File: config.mk
export PLATFORM = sky130hd
export DESIGN_NAME = request_splitter
export DESIGN_NICKNAME = d
export VERILOG_FILES = /design/src/source/kv_pkg.sv /design/src/source/request_splitter.sv
export SDC_FILE = /design/constraint.sdc
export NUM_CORES = 1
export LEC_CHECK = 0
export BUFFER_PORTS_ARGS = -buffer_cell sky130_fd_sc_hd__buf_2
export CAP_MARGIN = 20
export CORE_AREA = 2 2 117 119
export DETAILED_ROUTE_END_ITERATION = 6
export DIE_AREA = 0 0 119 121
export PLACE_DENSITY = 0.51
export SLEW_MARGIN = 15
export SYNTH_ARGS = -nofsm -noshare
export SYNTH_HDL_FRONTEND = slang
export SYNTH_SLANG_ARGS = --single-unit
File: constraint.sdc
create_clock -name clk -period 1.7 [get_ports clk]
set_clock_uncertainty 0.05 [all_clocks]
set_input_delay 0.085 -clock clk [delete_from_list [all_inputs] [get_ports clk]]
set_output_delay 0.085 -clock clk [all_outputs]
set_load 0.005 [all_outputs]
File: src/source/kv_pkg.sv
/*
 * kv_pkg
 * widths, hash seeds and command constants shared by the lookup front end,
 * plus the request beat, hash, lookup and read command types
 */
`default_nettype none

package kv_pkg;

    // ------------------------------
    // widths and sizes
    // ------------------------------
    localparam int KEY_WORD_WIDTH = 64;
    localparam int KEY_WIDTH      = 128;
    localparam int META_WIDTH     = 96;
    localparam int BEAT_WIDTH     = 128;
    localparam int MAX_KEY_WORDS  = 4;
    localparam int HT_ADDR_BITS   = 23;

    // hash seeds and rotate amounts
    localparam logic [31:0] HASH_SEED_A = 32'h9e37_79b9;
    localparam logic [31:0] HASH_SEED_B = 32'h85eb_ca6b;
    localparam int          HASH_ROT_A  = 5;
    localparam int          HASH_ROT_B  = 11;

    // read command fields
    localparam logic [23:0] CMD_PREFIX    = 24'h000101;
    localparam logic [7:0]  CMD_BURST_ONE = 8'h01;

    // buffer depths, in address bits
    localparam int IN_FIFO_BITS   = 6;
    localparam int META_FIFO_BITS = 5;
    localparam int KEY_FIFO_BITS  = 5;

    // ------------------------------
    // request beat
    // ------------------------------
    typedef struct packed {
        logic [META_WIDTH-1:0] meta;
        logic [7:0]            key_count;
        logic [23:0]           reserved;
    } req_header_t;

    // word zero in the low half, consumed first
    typedef struct packed {
        logic [KEY_WORD_WIDTH-1:0] word_one;
        logic [KEY_WORD_WIDTH-1:0] word_zero;
    } key_beat_t;

    // first beat of a request is a header, the rest carry key words
    typedef union packed {
        req_header_t hdr;
        key_beat_t   keys;
    } req_beat_u;

    typedef struct packed {
        logic [31:0] hash_one;
        logic [31:0] hash_two;
    } hash_pair_t;

    typedef struct packed {
        hash_pair_t            hash;
        logic [META_WIDTH-1:0] meta;
        logic [KEY_WIDTH-1:0]  key;
    } lookup_rec_t;

    typedef struct packed {
        logic [23:0] prefix;
        logic [7:0]  burst;
        logic [7:0]  zero;
        logic [23:0] bucket;
    } ht_cmd_t;

endpackage

`default_nettype wire

File: src/source/request_splitter.sv
/*
 * request_splitter
 * turns buffered request beats into one metadata record and a stream
 * of 64-bit key words, last word flagged from the header count
 */
`default_nettype none

module request_splitter
    import kv_pkg::*;
(
    input  wire logic                      clk,
    input  wire logic                      rst,
    input  wire req_beat_u                 beat,
    input  wire logic                      beat_valid,
    input  wire logic                      beat_last,
    output logic                           beat_ready,
    output logic      [META_WIDTH-1:0]     meta,
    output logic                           meta_valid,
    output logic      [KEY_WORD_WIDTH-1:0] key_word,
    output logic                           key_valid,
    output logic                           key_last,
    input  wire logic                      meta_ready,
    input  wire logic                      key_ready
);

    // header phase when low
    logic                                   in_key;
    // key words still owed by the request
    logic [$clog2(MAX_KEY_WORDS+1)-1:0]     remaining;
    // which half of the current key beat
    logic                                   word_idx;
    logic                                   word_take;

    // ------------------------------
    // beat decode
    // ------------------------------
    assign meta       = beat.hdr.meta;
    assign meta_valid = beat_valid && !in_key;

    assign key_word  = word_idx ? beat.keys.word_one : beat.keys.word_zero;
    assign key_valid = beat_valid && in_key;
    assign key_last  = (remaining == 1);
    assign word_take = key_valid && key_ready;

    // a key beat leaves with its final word
    always_comb begin
        if (in_key) begin
            beat_ready = key_ready && (word_idx || key_last);
        end else begin
            beat_ready = meta_ready;
        end
    end

    // ------------------------------
    // phase and word counting
    // ------------------------------
    always_ff @(posedge clk) begin
        if (rst) begin
            in_key    <= 1'b0;
            remaining <= '0;
            word_idx  <= 1'b0;
        end else if (!in_key) begin
            if (beat_valid && meta_ready) begin
                in_key    <= 1'b1;
                remaining <= beat.hdr.key_count[$bits(remaining)-1:0];
                word_idx  <= 1'b0;
            end
        end else if (word_take) begin
            remaining <= remaining - 1'b1;
            if (key_last || (beat_ready && beat_last)) begin
                // end of request, or a stream marked short
                in_key   <= 1'b0;
                word_idx <= 1'b0;
            end else begin
                word_idx <= !word_idx;
            end
        end
    end

endmodule

`default_nettype wire

==> summary.log, run 1 <==
qor: global_routing.grt_overflow 0
qor: setup_path.timing.critical_path.arrival 1.39 ns
qor: global_routing.grt_max_degree 59
qor: sta.maxSlewHeadroom 0.7666
qor: setup_path.timing.critical_path.fanout_max 58
qor: die.io-pin-count 298
qor: logic_synthesis.ys_seq_elements 5
qor: route.drc 0
qor: global_routing.gr-usage-met2 0.1297
qor: logic_synthesis.yosys_warns 0
qor: pwr.peakVddDrop 252.0 µV
qor: setup_path.worst_setup_path_type reg -> out
qor: global_routing.antenna_violations_before_repair 0
qor: status.run_status complete, no violations
qor: sta.layout_worst_path_cycle_share 0.8994
qor: place.detailedPlacementHpwl 6.024 mm
qor: route.drt_first_pass_iters 4
qor: sta.achievable-frequency 654.0 MHz
qor: cts.cts_sinks 5
qor: pwr.power_density 419.7 nW/µm²
qor: global_routing.grt_most_used_layer met2
qor: cts.post-cts-setup-buffers 0
qor: worst_hold_path.worstHoldEndpoint word_idx
qor: logic_synthesis.synthesis.instances 211
qor: route.drt_first_iter_violations 85
qor: finish.final_net_count 546
qor: route.wirelength 6.828 mm
qor: setup_path.timing.reg2reg.setup_slack 0.39 ns
qor: logic_synthesis.synthesis.area 1832 µm²
qor: cts.cts.repair.resized 0
qor: finish.layout.cells.most_common sky130_fd_sc_hd__buf_2
qor: die.fp.coreArea 13090 µm²
qor: place.gp_routability_congestion 0.8319
qor: worst_hold_path.hold_class in -> reg
qor: cts.htree_num_levels 1
qor: logic_synthesis.net_count_synth 347
qor: die.die_height 121 µm
qor: die.start_util 0.1400
qor: route.final_antenna_net_count 0
qor: setup_path.required 1.56 ns
qor: place.post-place-ws 0.3945 ns
qor: cts.cts-buffers-inserted 3
qor: global_routing.first_global_vias 1774
qor: logic_synthesis.yosysSeqAreaShare 0.05464
qor: logic_synthesis.cell_variety_after_synth 23
qor: global_routing.grt_first_pass_wirelength 9.321 mm
qor: setup_path.r2r_end word_idx
qor: finish.antennaDiodeCount 0
qor: sta.hold_viol 0
qor: route.post_drt_via_cell_ratio 3.557
qor: global_routing.global_route.usage.total 0.07926
qor: global_routing.grt_util_met3 0.006579
qor: cts.holdBufCountCts 0
qor: worst_hold_path.worstHoldStart rst
qor: sta.final.setup.tns 0 ns
qor: cts.clock_tree_from_tritoncts built
qor: setup_path.worst_reg2reg_path_depth 5
qor: finish.fillers 1459
qor: global_routing.grt_util_met1 0.1155
qor: die.die_w 119 µm
qor: setup_path.critical-path-slowest-cell sky130_fd_sc_hd__mux2_2
qor: sta.grt_setup_unrepaired no
qor: pwr.power.leakage 1.587 nW
qor: setup_path.cpPeakStageDelay 0.38 ns
qor: die.row_count 42
qor: sta.setup_viol_count_final 0
qor: setup_path.start_kind flop
qor: route.post_drt_wl_per_cell 11.67 µm
qor: place.portBuffers 297
qor: die.die_area 14400 µm²
qor: sta.report.final.slew_viol_count 0
qor: setup_path.cp_cell_sequence buf_12, mux2_2, buf_2
qor: route.vias 2081
qor: worst_hold_path.worst_hold_path.num_cells 2
qor: setup_path.kind_of_capture_point_of_the_worst_setup_path primary output
qor: cts.cts.clk_slew.worst_paths 0.03 ns
qor: finish.area_growth 56.90%
qor: logic_synthesis.postSynthAreaPerCell 8.681 µm²
qor: cts.clk_path_buf_depth 2
qor: sta.finalWorstSetupSlack 0.1711 ns
qor: setup_path.crit_path_start word_idx
qor: finish.final_cell_mix sky130_fd_sc_hd__buf_2 (297), sky130_fd_sc_hd__mux2_2 (65), sky130_fd_sc_hd__a21oi_1 (5)
qor: finish.drive_gt1_frac 0.9022
qor: sta.worstMarginPinSlew 0.3404 ns
qor: setup_path.regToRegStartpoint remaining[1]
qor: cts.clock_tree.root_cell sky130_fd_sc_hd__clkbuf_16
qor: flow_run.drv.max_cap_violation_count 0
qor: sta.fin_crit 1.529 ns
qor: cts.clkLatencyLatePin 0.23 ns
-- kinds of logic after synthesis --
kind of cell             count (synthesis)  share of synthesized area
buffers and inverters                  110                     0.4337
multiplexers                            66                     0.4051
AO/OA/AOI/OAI                           15                    0.05191
AND/OR/NAND/NOR                         13                    0.04099
flip-flops                               5                    0.05465
adder cells (fa/ha/maj)                  2                    0.01366
-- routing by layer --
metal	wire (µm)	part of all wire	vias up
met5	0	0	-
met3	430	0.063	2
met2	3322	0.49	117
met4	11	0.0016	0
met1	3063	0.45	944
li1	-	-	1018
-- worst max path at each step --
stage                        end  cells after the start
CTS                 key_word[35]                      3
global placement        word_idx                      5
finish              key_word[35]                      3
floorplan               word_idx                      5
global route        key_word[35]                      3
detailed placement  key_word[35]                      3
-- cell usage after synthesis, drive strengths merged --
| library cell | count | area, µm² |
|---|---|---|
| and3b | 1 | 8.760 |
| a21oi | 5 | 25.02 |
| nand2 | 2 | 7.510 |
| a21o | 1 | 7.510 |
| nand3 | 2 | 10.01 |
| nor2b | 4 | 25.02 |
| and2 | 1 | 6.260 |
| o21ai | 3 | 15.01 |
| o2111ai | 2 | 17.52 |
| inv | 4 | 15.01 |
| ha | 2 | 25.02 |
| buf | 105 | 774.5 |
| nand3b | 1 | 7.510 |
| or3 | 1 | 6.260 |
| o211ai | 2 | 15.01 |
| mux2 | 65 | 732.0 |
| nor2 | 1 | 3.750 |
| o31ai | 2 | 15.01 |
| clkbuf | 1 | 5.000 |
| dfxtp | 5 | 100.1 |
| mux2i | 1 | 10.01 |
-- state kept, by name (all words and copies together) (netlist names) --
register and cells:
remaining 3, word_idx 1, in_key 1
-- layout make-up --
cell class,count,area (µm²),share of cell area
Multi-Input combinational cell,96,937.1,0.3261
Clock buffer,4,78.83,0.02743
Tap cell,176,220.2,0.07662
Inverter,4,15.01,0.005224
Timing Repair Buffer,300,1521,0.5294
Sequential cell,5,101.3,0.03526
-- power by group --
part	leakage (nW)	internal [W]	switching (W)
logic	1.51	0.000396	0.000287
clock network	0.0382	0.000311	0.0000747
registers	0.0415	0.000128	0.00000914
total	1.59	0.000835	0.000371
-- per-stage QoR --
stage | util | power (W) | hold WS, ns | instances | instance area (µm²)
3_3_place_gp | 0.2136 | 0.0008255 | 0.2831 | 581 | 2795
4_1_cts | 0.2196 | 0.001217 | 0.03576 | 585 | 2874
3_5_place_dp | 0.2136 | 0.0008230 | 0.2764 | 581 | 2795
6_report | 0.2196 | 0.001206 | 0.04045 | 585 | 2874
5_1_grt | 0.2196 | 0.001280 | 0.04543 | 585 | 2874
2_1_floorplan | - | 0.0005486 | 0.1041 | 211 | 1832
-- worst max-delay path, delay by kind of cell (launching register included) --
family	cells	cell delay (ns)
buffers and inverters	2	0.42
DFF	1	0.34
muxes	1	0.38
(Power assumes the default switching activity.)
==> run 2: changes to the inputs <==
Settings changed: CORE_AREA 2 2 117 119 to 2 2 116 118, DIE_AREA 0 0 119 121 to 0 0 118 120, PLACE_DENSITY 0.51 to 0.52.
Clock period 1.7 ns to 1.9 ns, I/O delays scaled along.
==> run 2 against run 1 <==
  * Clock-buffer cell count unchanged
  * Non-clock buffer count decreased by 1
  * Global-route usage hardly changed
  * Combinational power shrank 12%
  * Critical path depth unchanged
  * Sequential power is 8% lower
  * Routed wire length fell by 3.3%
  * Core utilization up 0.12 points
  * First-iteration DRC count shrank 38%
  * Setup slack better by 0.16 ns
  * Critical path type unchanged
==> summary.log, run 2 (synthesis results as in run 1) <==
qor: sta.maxSlewHeadroom 0.7122 [-0.05433]
qor: setup_path.worst_setup_path_type reg -> out
qor: finish.fin_util 0.2208 [+0.001201]
qor: die.fp.coreArea 12980 µm² [-0.80%]
qor: place.detailedPlacementHpwl 5.639 mm [-6.4%]
qor: pwr.total_switching_power 0.0003322 W [-10%]
qor: die.row_count 42 [unchanged]
qor: pwr.power.leakage 1.581 nW [-0.34%]
qor: cts.holdBufCountCts 0 [unchanged]
qor: sta.setup_viol_count_final 0 [unchanged]
qor: global_routing.antenna_violations_before_repair 0 [unchanged]
qor: route.final_antenna_net_count 0 [unchanged]
qor: flow_run.drv.max_cap_violation_count 0 [unchanged]
qor: worst_hold_path.hold_class in -> reg
qor: finish.layout.cells.most_common sky130_fd_sc_hd__buf_2
qor: global_routing.first_global_vias 1783 [+0.51%]
qor: sta.layout_worst_path_cycle_share 0.8250
qor: global_routing.grt_util_met1 0.1050 [-0.01048]
qor: global_routing.grt_most_used_layer met2
qor: sta.fin_crit 1.568 ns
qor: finish.total_area_of_sequential_cells 101.3 µm² [unchanged]
qor: finish.fillers 1462 [+0.21%]
qor: setup_path.cpLargestDelayFamily buffers and inverters
qor: route.vias 2099 [+0.86%]
qor: die.die_height 120 µm [-0.83%]
qor: setup_path.start_kind flop
qor: finish.area_growth 56.49%
qor: pwr.sequentialPowerShare 0.117 [+0.003]
qor: pwr.switching_portion_of_total_power 0.3081 [+0.0004341]
qor: place.portBuffers 297 [unchanged]
qor: route.drt_first_iter_violations 53 [-38%]
qor: place.gp_routability_congestion 0.8480 [+1.9%]
qor: setup_path.timing.critical_path.arrival 1.42 ns [+0.03 ns]
qor: cts.clk_path_buf_depth 2 [unchanged]
qor: sta.hold_viol 0 [unchanged]
qor: global_routing.global_route.usage.total 0.07876 [-0.0004945]
qor: cts.htree_num_levels 1 [unchanged]
qor: cts.cts.clk_slew.worst_paths 0.04 ns [about the same]
qor: die.io-pin-count 298 [unchanged]
qor: route.drc 0 [unchanged]
qor: setup_path.required 1.75 ns [+0.19 ns]
qor: die.die_area 14160 µm² [-1.7%]
qor: global_routing.grt_util_met3 0.01331 [+0.006729]
qor: finish.final_cell_mix sky130_fd_sc_hd__buf_2 (297), sky130_fd_sc_hd__mux2_2 (65), sky130_fd_sc_hd__a21oi_1 (5)
qor: setup_path.cpPeakStageDelay 0.39 ns [about the same]
qor: sta.grt_setup_unrepaired no
qor: cts.post-cts-setup-buffers 0 [unchanged]
qor: setup_path.timing.critical_path.fanout_max 68 [+17%]
qor: setup_path.cp_cell_sequence buf_12, mux2_2, buf_2
qor: setup_path.critical-path-slowest-cell sky130_fd_sc_hd__mux2_2
qor: sta.worstMarginPinSlew 0.4196 ns [+0.07923 ns]
qor: finish.largest_register_ffs 3 [unchanged]
qor: route.post_drt_via_cell_ratio 3.594 [+1.0%]
qor: sta.final.setup.tns 0 ns [unchanged]
qor: global_routing.gr-usage-met2 0.1348 [+0.005142]
qor: pwr.peakVddDrop 445.9 µV [+77%]
qor: cts.cts_sinks 5 [unchanged]
qor: cts.clock_tree.root_cell sky130_fd_sc_hd__clkbuf_16
qor: setup_path.number_of_buffers_and_inverters_on_the_critical_path 2 [unchanged]
qor: finish.multi_input_area 937.1 µm² [unchanged]
qor: cts.cts.repair.resized 0 [unchanged]
qor: finish.final_net_count 545 [-0.18%]
qor: route.post_drt_wl_per_cell 11.31 µm [-3.1%]
qor: global_routing.grt_first_pass_wirelength 9.315 mm [about the same]
qor: global_routing.grt_max_degree 69 [+17%]
qor: status.run_status complete, no violations
qor: sta.report.final.slew_viol_count 0 [unchanged]
qor: cts.clock_tree_from_tritoncts built
qor: die.die_w 118 µm [-0.84%]
qor: global_routing.grt_overflow 0 [unchanged]
qor: finish.largest_register remaining
qor: cts.cts-buffers-inserted 3 [unchanged]
qor: pwr.power.combinational.fraction 0.559 [-0.008]
qor: pwr.power_density 376.1 nW/µm² [-10%]
qor: finish.top_regs remaining: 3 flops, in_key: 1 flops, word_idx: 1 flops
qor: finish.antennaDiodeCount 0 [unchanged]
qor: setup_path.kind_of_capture_point_of_the_worst_setup_path primary output
qor: route.drt_first_pass_iters 4 [unchanged]
qor: route.wirelength 6.603 mm [-3.3%]
qor: pwr.clkPwrFrac 0.324 [+0.005]
qor: finish.drive_gt1_frac 0.9020 [about the same]
qor: cts.clkLatencyLatePin 0.23 ns [about the same]
qor: sta.achievable-frequency 637.9 MHz
qor: pwr.power.internal 0.0007459 W [-11%]
qor: die.start_util 0.1411 [+0.001134]
run 2: cell types whose count changed in the layout (fill, tap and decap cells not counted):
| cell | before | now |
|---|---|---|
| sky130_fd_sc_hd__buf_4 | 2 | 1 |
run 2: stage by stage:
| stage | setup WS [ns] | std cells | hold slack, ns | total power, W | cell area [µm²] |
|---|---|---|---|---|---|
| after floorplan | 0.6683 | 211 | 0.1141 | 0.0004909 | 1832 |
| after global placement | 0.5723 | 580 | 0.2848 | 0.0007317 | 2788 |
| after detailed placement | 0.5689 | 580 | 0.2839 | 0.0007302 | 2788 |
| after CTS | 0.3326 | 584 | 0.04525 | 0.001088 | 2867 |
| after global routing | 0.2770 | 584 | 0.08423 | 0.001146 | 2867 |
| final | 0.3325 | 584 | 0.04749 | 0.001078 | 2867 |
run 2: final cells by class:
cell class / instances / area share
inverter: 4 / 0.005238
clock buffer: 4 / 0.02750
sequential: 5 / 0.03536
tap: 176 / 0.07682
multi-input combinational: 96 / 0.3269
timing repair buffer: 299 / 0.5282
run 2: path summary, 6_finish.rpt:
check               startpoint            to  slack [ns]  cells past startpoint
setup / recovery      word_idx  key_word[63]        0.33                      3
hold / removal             rst      word_idx        0.05                      2
setup reg to reg        in_key  remaining[1]        0.50                      3
hold reg to reg   remaining[1]  remaining[1]        0.43                      2
run 2: power groups by stage:
stage | combinational, W | sequential (W) | clock [W]
floorplan | 0.000372 | 0.000119 | 0
global placement | 0.000604 | 0.000128 | 0
detailed placement | 0.000603 | 0.000127 | 0
CTS | 0.000606 | 0.000126 | 0.000356
global route | 0.000655 | 0.000128 | 0.000364
finish | 0.000602 | 0.000126 | 0.000350
run 2: layer usage:
layer	up-vias	routed length, µm
met4	0	40
li1	1020	-
met3	4	579
met5	-	0
met2	135	3224
met1	940	2759
==> run 3: changes to the inputs <==
Settings changed: ABC_AREA set to 1, CORE_AREA 2 2 116 118 to 2 2 117 119, DIE_AREA 0 0 118 120 to 0 0 119 121, PLACE_DENSITY 0.52 to 0.51.
Clock period 1.9 ns to 1.6 ns, I/O delays scaled along.
==> run 3 against run 2 <==
  * Synthesized cell count is 68% higher
  * Critical path type unchanged
  * Via count up 24%
  * Final area up 2.3%
  * First-iteration DRC count grew 15%
  * Highest routed layer unchanged
  * Global-route usage rose by 1.3 points
  * Cell count rose by 24%
  * Sequential cell count did not move
  * Routed wire length is 15% higher
  * Combinational power up 13%
  * Critical path depth increased by 1
==> summary.log, run 3 <==
qor: sta.layout_worst_path_cycle_share 0.8623
qor: die.fp.coreArea 13090 µm² [+0.81%]
qor: global_routing.grt_max_degree 42 [-39%]
qor: finish.antennaDiodeCount 0 [unchanged]
qor: die.die_area 14400 µm² [+1.7%]
qor: setup_path.timing.critical_path.fanout_max 41 [-40%]
qor: setup_path.required 1.47 ns [-0.28 ns]
qor: setup_path.kind_of_capture_point_of_the_worst_setup_path primary output
qor: global_routing.antenna_violations_before_repair 0 [unchanged]
qor: sta.setup_viol_count_final 0 [unchanged]
qor: cts.clkLatencyLatePin 0.23 ns [about the same]
qor: logic_synthesis.async_flop_share 0 [unchanged]
qor: logic_synthesis.yosysSeqAreaShare 0.05298 [-0.001665]
qor: sta.hold_viol 0 [unchanged]
qor: worst_hold_path.hold_class in -> reg
qor: die.row_count 42 [unchanged]
qor: cts.clk_path_buf_depth 2 [unchanged]
qor: cts.clock_tree_from_tritoncts built
qor: route.drt_first_pass_iters 4 [unchanged]
qor: cts.cts.repair.resized 0 [unchanged]
qor: cts.holdBufCountCts 0 [unchanged]
qor: logic_synthesis.synthesis.area 1889 µm² [+3.1%]
qor: route.post_drt_via_cell_ratio 3.599 [+0.15%]
qor: die.start_util 0.1444 [+0.003265]
qor: die.die_w 119 µm [+0.85%]
qor: finish.fin_util 0.2240 [+0.003198]
qor: logic_synthesis.yosys-top-cells-area sky130_fd_sc_hd__nand2_1 (40%), sky130_fd_sc_hd__buf_4 (38%), sky130_fd_sc_hd__dfxtp_1 (5.3%)
qor: logic_synthesis.postSynthAreaPerCell 5.337 µm² [-39%]
qor: finish.area_growth 55.17%
qor: place.portBuffers 297 [unchanged]
qor: finish.final_cell_area 2932 µm² [+2.3%]
qor: setup_path.crit_path_start word_idx
qor: sta.worstMarginPinSlew 0.4170 ns [-0.002602 ns]
qor: sta.grt_setup_unrepaired no
qor: pwr.design_power_total 0.001243 W [+15%]
qor: logic_synthesis.synthesis.instances 354 [+68%]
qor: sta.achievable-frequency 724.8 MHz
qor: finish.largest_register remaining
qor: logic_synthesis.post_synth_most_frequent_cells sky130_fd_sc_hd__nand2_1 (201), sky130_fd_sc_hd__buf_4 (96), sky130_fd_sc_hd__buf_2 (12)
qor: finish.final_cell_mix sky130_fd_sc_hd__buf_2 (297), sky130_fd_sc_hd__nand2_1 (201), sky130_fd_sc_hd__inv_1 (7)
qor: sta.worst_hold_slack_across_all_endpoints 0.005224 ns [-0.04227 ns]
qor: worst_hold_path.worstHoldStart rst
qor: place.gp_routability_congestion 0.7738 [-8.7%]
qor: global_routing.grt_first_pass_wirelength 10.85 mm [+16%]
qor: sta.fin_crit 1.380 ns
qor: route.drc 0 [unchanged]
qor: sta.maxSlewHeadroom 0.7220 [+0.009738]
qor: die.io-pin-count 298 [unchanged]
qor: sta.final.setup.tns 0 ns [unchanged]
qor: die.die_height 121 µm [+0.83%]
qor: global_routing.grt_overflow 0 [unchanged]
qor: logic_synthesis.number_of_enable_flip_flop_cells_after_synthesis 0 [unchanged]
qor: place.placement.cell_area 2853 µm² [+2.3%]
qor: finish.drive_gt1_frac 0.5821 [-0.3198]
qor: setup_path.start_kind flop
qor: logic_synthesis.net_count_synth 490 [+41%]
qor: logic_synthesis.post-synth-top-area-cell sky130_fd_sc_hd__nand2_1
qor: route.wirelength 7.615 mm [+15%]
qor: cts.clock_tree.root_cell sky130_fd_sc_hd__clkbuf_16
qor: status.run_status complete, no violations
qor: global_routing.global_route.usage.total 0.09195 [+0.01319]
qor: pwr.power_density 423.9 nW/µm² [+13%]
qor: setup_path.regToRegStartpoint in_key
qor: logic_synthesis.synth-main-ff-cell sky130_fd_sc_hd__dfxtp_1
qor: flow_run.drv.max_cap_violation_count 0 [unchanged]
qor: route.final_antenna_net_count 0 [unchanged]
qor: cts.post-cts-setup-buffers 0 [unchanged]
qor: logic_synthesis.cell_variety_after_synth 22 [-4.3%]
qor: global_routing.first_global_vias 2255 [+26%]
qor: logic_synthesis.yosys_warns 0 [unchanged]
qor: setup_path.worst_setup_path_type reg -> out
qor: route.drt_first_iter_violations 61 [+15%]
qor: finish.top_regs remaining: 3 flops, in_key: 1 flops, word_idx: 1 flops
qor: setup_path.timing.critical_path.arrival 1.25 ns [-0.17 ns]
qor: cts.cts.clk_slew.worst_paths 0.03 ns [about the same]
qor: pwr.power.leakage 1.957 nW [+24%]
qor: cts.htree_num_levels 1 [unchanged]
qor: route.post_drt_wl_per_cell 10.52 µm [-7.0%]
qor: logic_synthesis.yosys.cell_count.top_type sky130_fd_sc_hd__nand2_1
qor: route.vias 2606 [+24%]
qor: logic_synthesis.ys_seq_elements 5 [unchanged]
qor: cts.cts-buffers-inserted 3 [unchanged]
qor: finish.largest_register_ffs 3 [unchanged]
qor: logic_synthesis.synth_top_area_frac 0.3993 [about the same]
qor: sta.report.final.slew_viol_count 0 [unchanged]
qor: place.detailedPlacementHpwl 6.632 mm [+18%]
qor: pwr.peakVddDrop 249.2 µV [-44%]
qor: finish.layout.cells.most_common sky130_fd_sc_hd__buf_2
qor: cts.cts_sinks 5 [unchanged]
qor: finish.final_net_count 685 [+26%]
-- run 3: kinds of logic after synthesis --
logic type,synth area share
adder cells (fa/ha/maj),0.01324
buffers and inverters,0.4483
flip-flops,0.05298
AND/OR/NAND/NOR,0.4437
AO/OA/AOI/OAI,0.04172
-- run 3: worst paths after layout --
| kind | endpoint | slack (ns) | depth (start not counted) |
|---|---|---|---|
| min | in_key | 0.005 | 2 |
| max reg2reg | remaining[1] | 0.32 | 5 |
| min reg2reg | remaining[2] | 0.42 | 2 |
| max | key_word[48] | 0.22 | 4 |
-- run 3: routing by layer --
layer	part of all wire	GRT usage
met1	0.41	0.1140
met5	0	0
met3	0.067	0.01175
met2	0.51	0.1724
met4	0.0045	0.01339
-- run 3: critical path: stages (launching register included) --
cell and delay [ns]:
sky130_fd_sc_hd__dfxtp_2 0.33, sky130_fd_sc_hd__buf_4 0.37, sky130_fd_sc_hd__nand2_1 0.12, sky130_fd_sc_hd__nand2_1 0.08, sky130_fd_sc_hd__buf_2 0.10
-- run 3: power by group --
group          total (W)  switching [W]  leakage [nW]  internal (W)
sequential      0.000144     0.00000940        0.0415      0.000134
clock           0.000417      0.0000864        0.0382      0.000331
combinational   0.000682       0.000332          1.88      0.000350
-- run 3: area by class of cell --
cell class / count / area (µm²)
clock buffer: 4 / 78.83
fill: 1514 / 10150
inverter: 12 / 47.55
multi-input combinational: 226 / 942.2
sequential: 5 / 101.3
tap: 176 / 220.2
timing repair buffer: 301 / 1541
-- run 3: metrics by stage --
| step | instances | worst slack [ns] |
|---|---|---|
| floorplan | 354 | 0.4312 |
| global placement | 720 | 0.3396 |
| detailed placement | 720 | 0.3315 |
| CTS | 724 | 0.2061 |
| global route | 724 | 0.1019 |
| finish | 724 | 0.2203 |
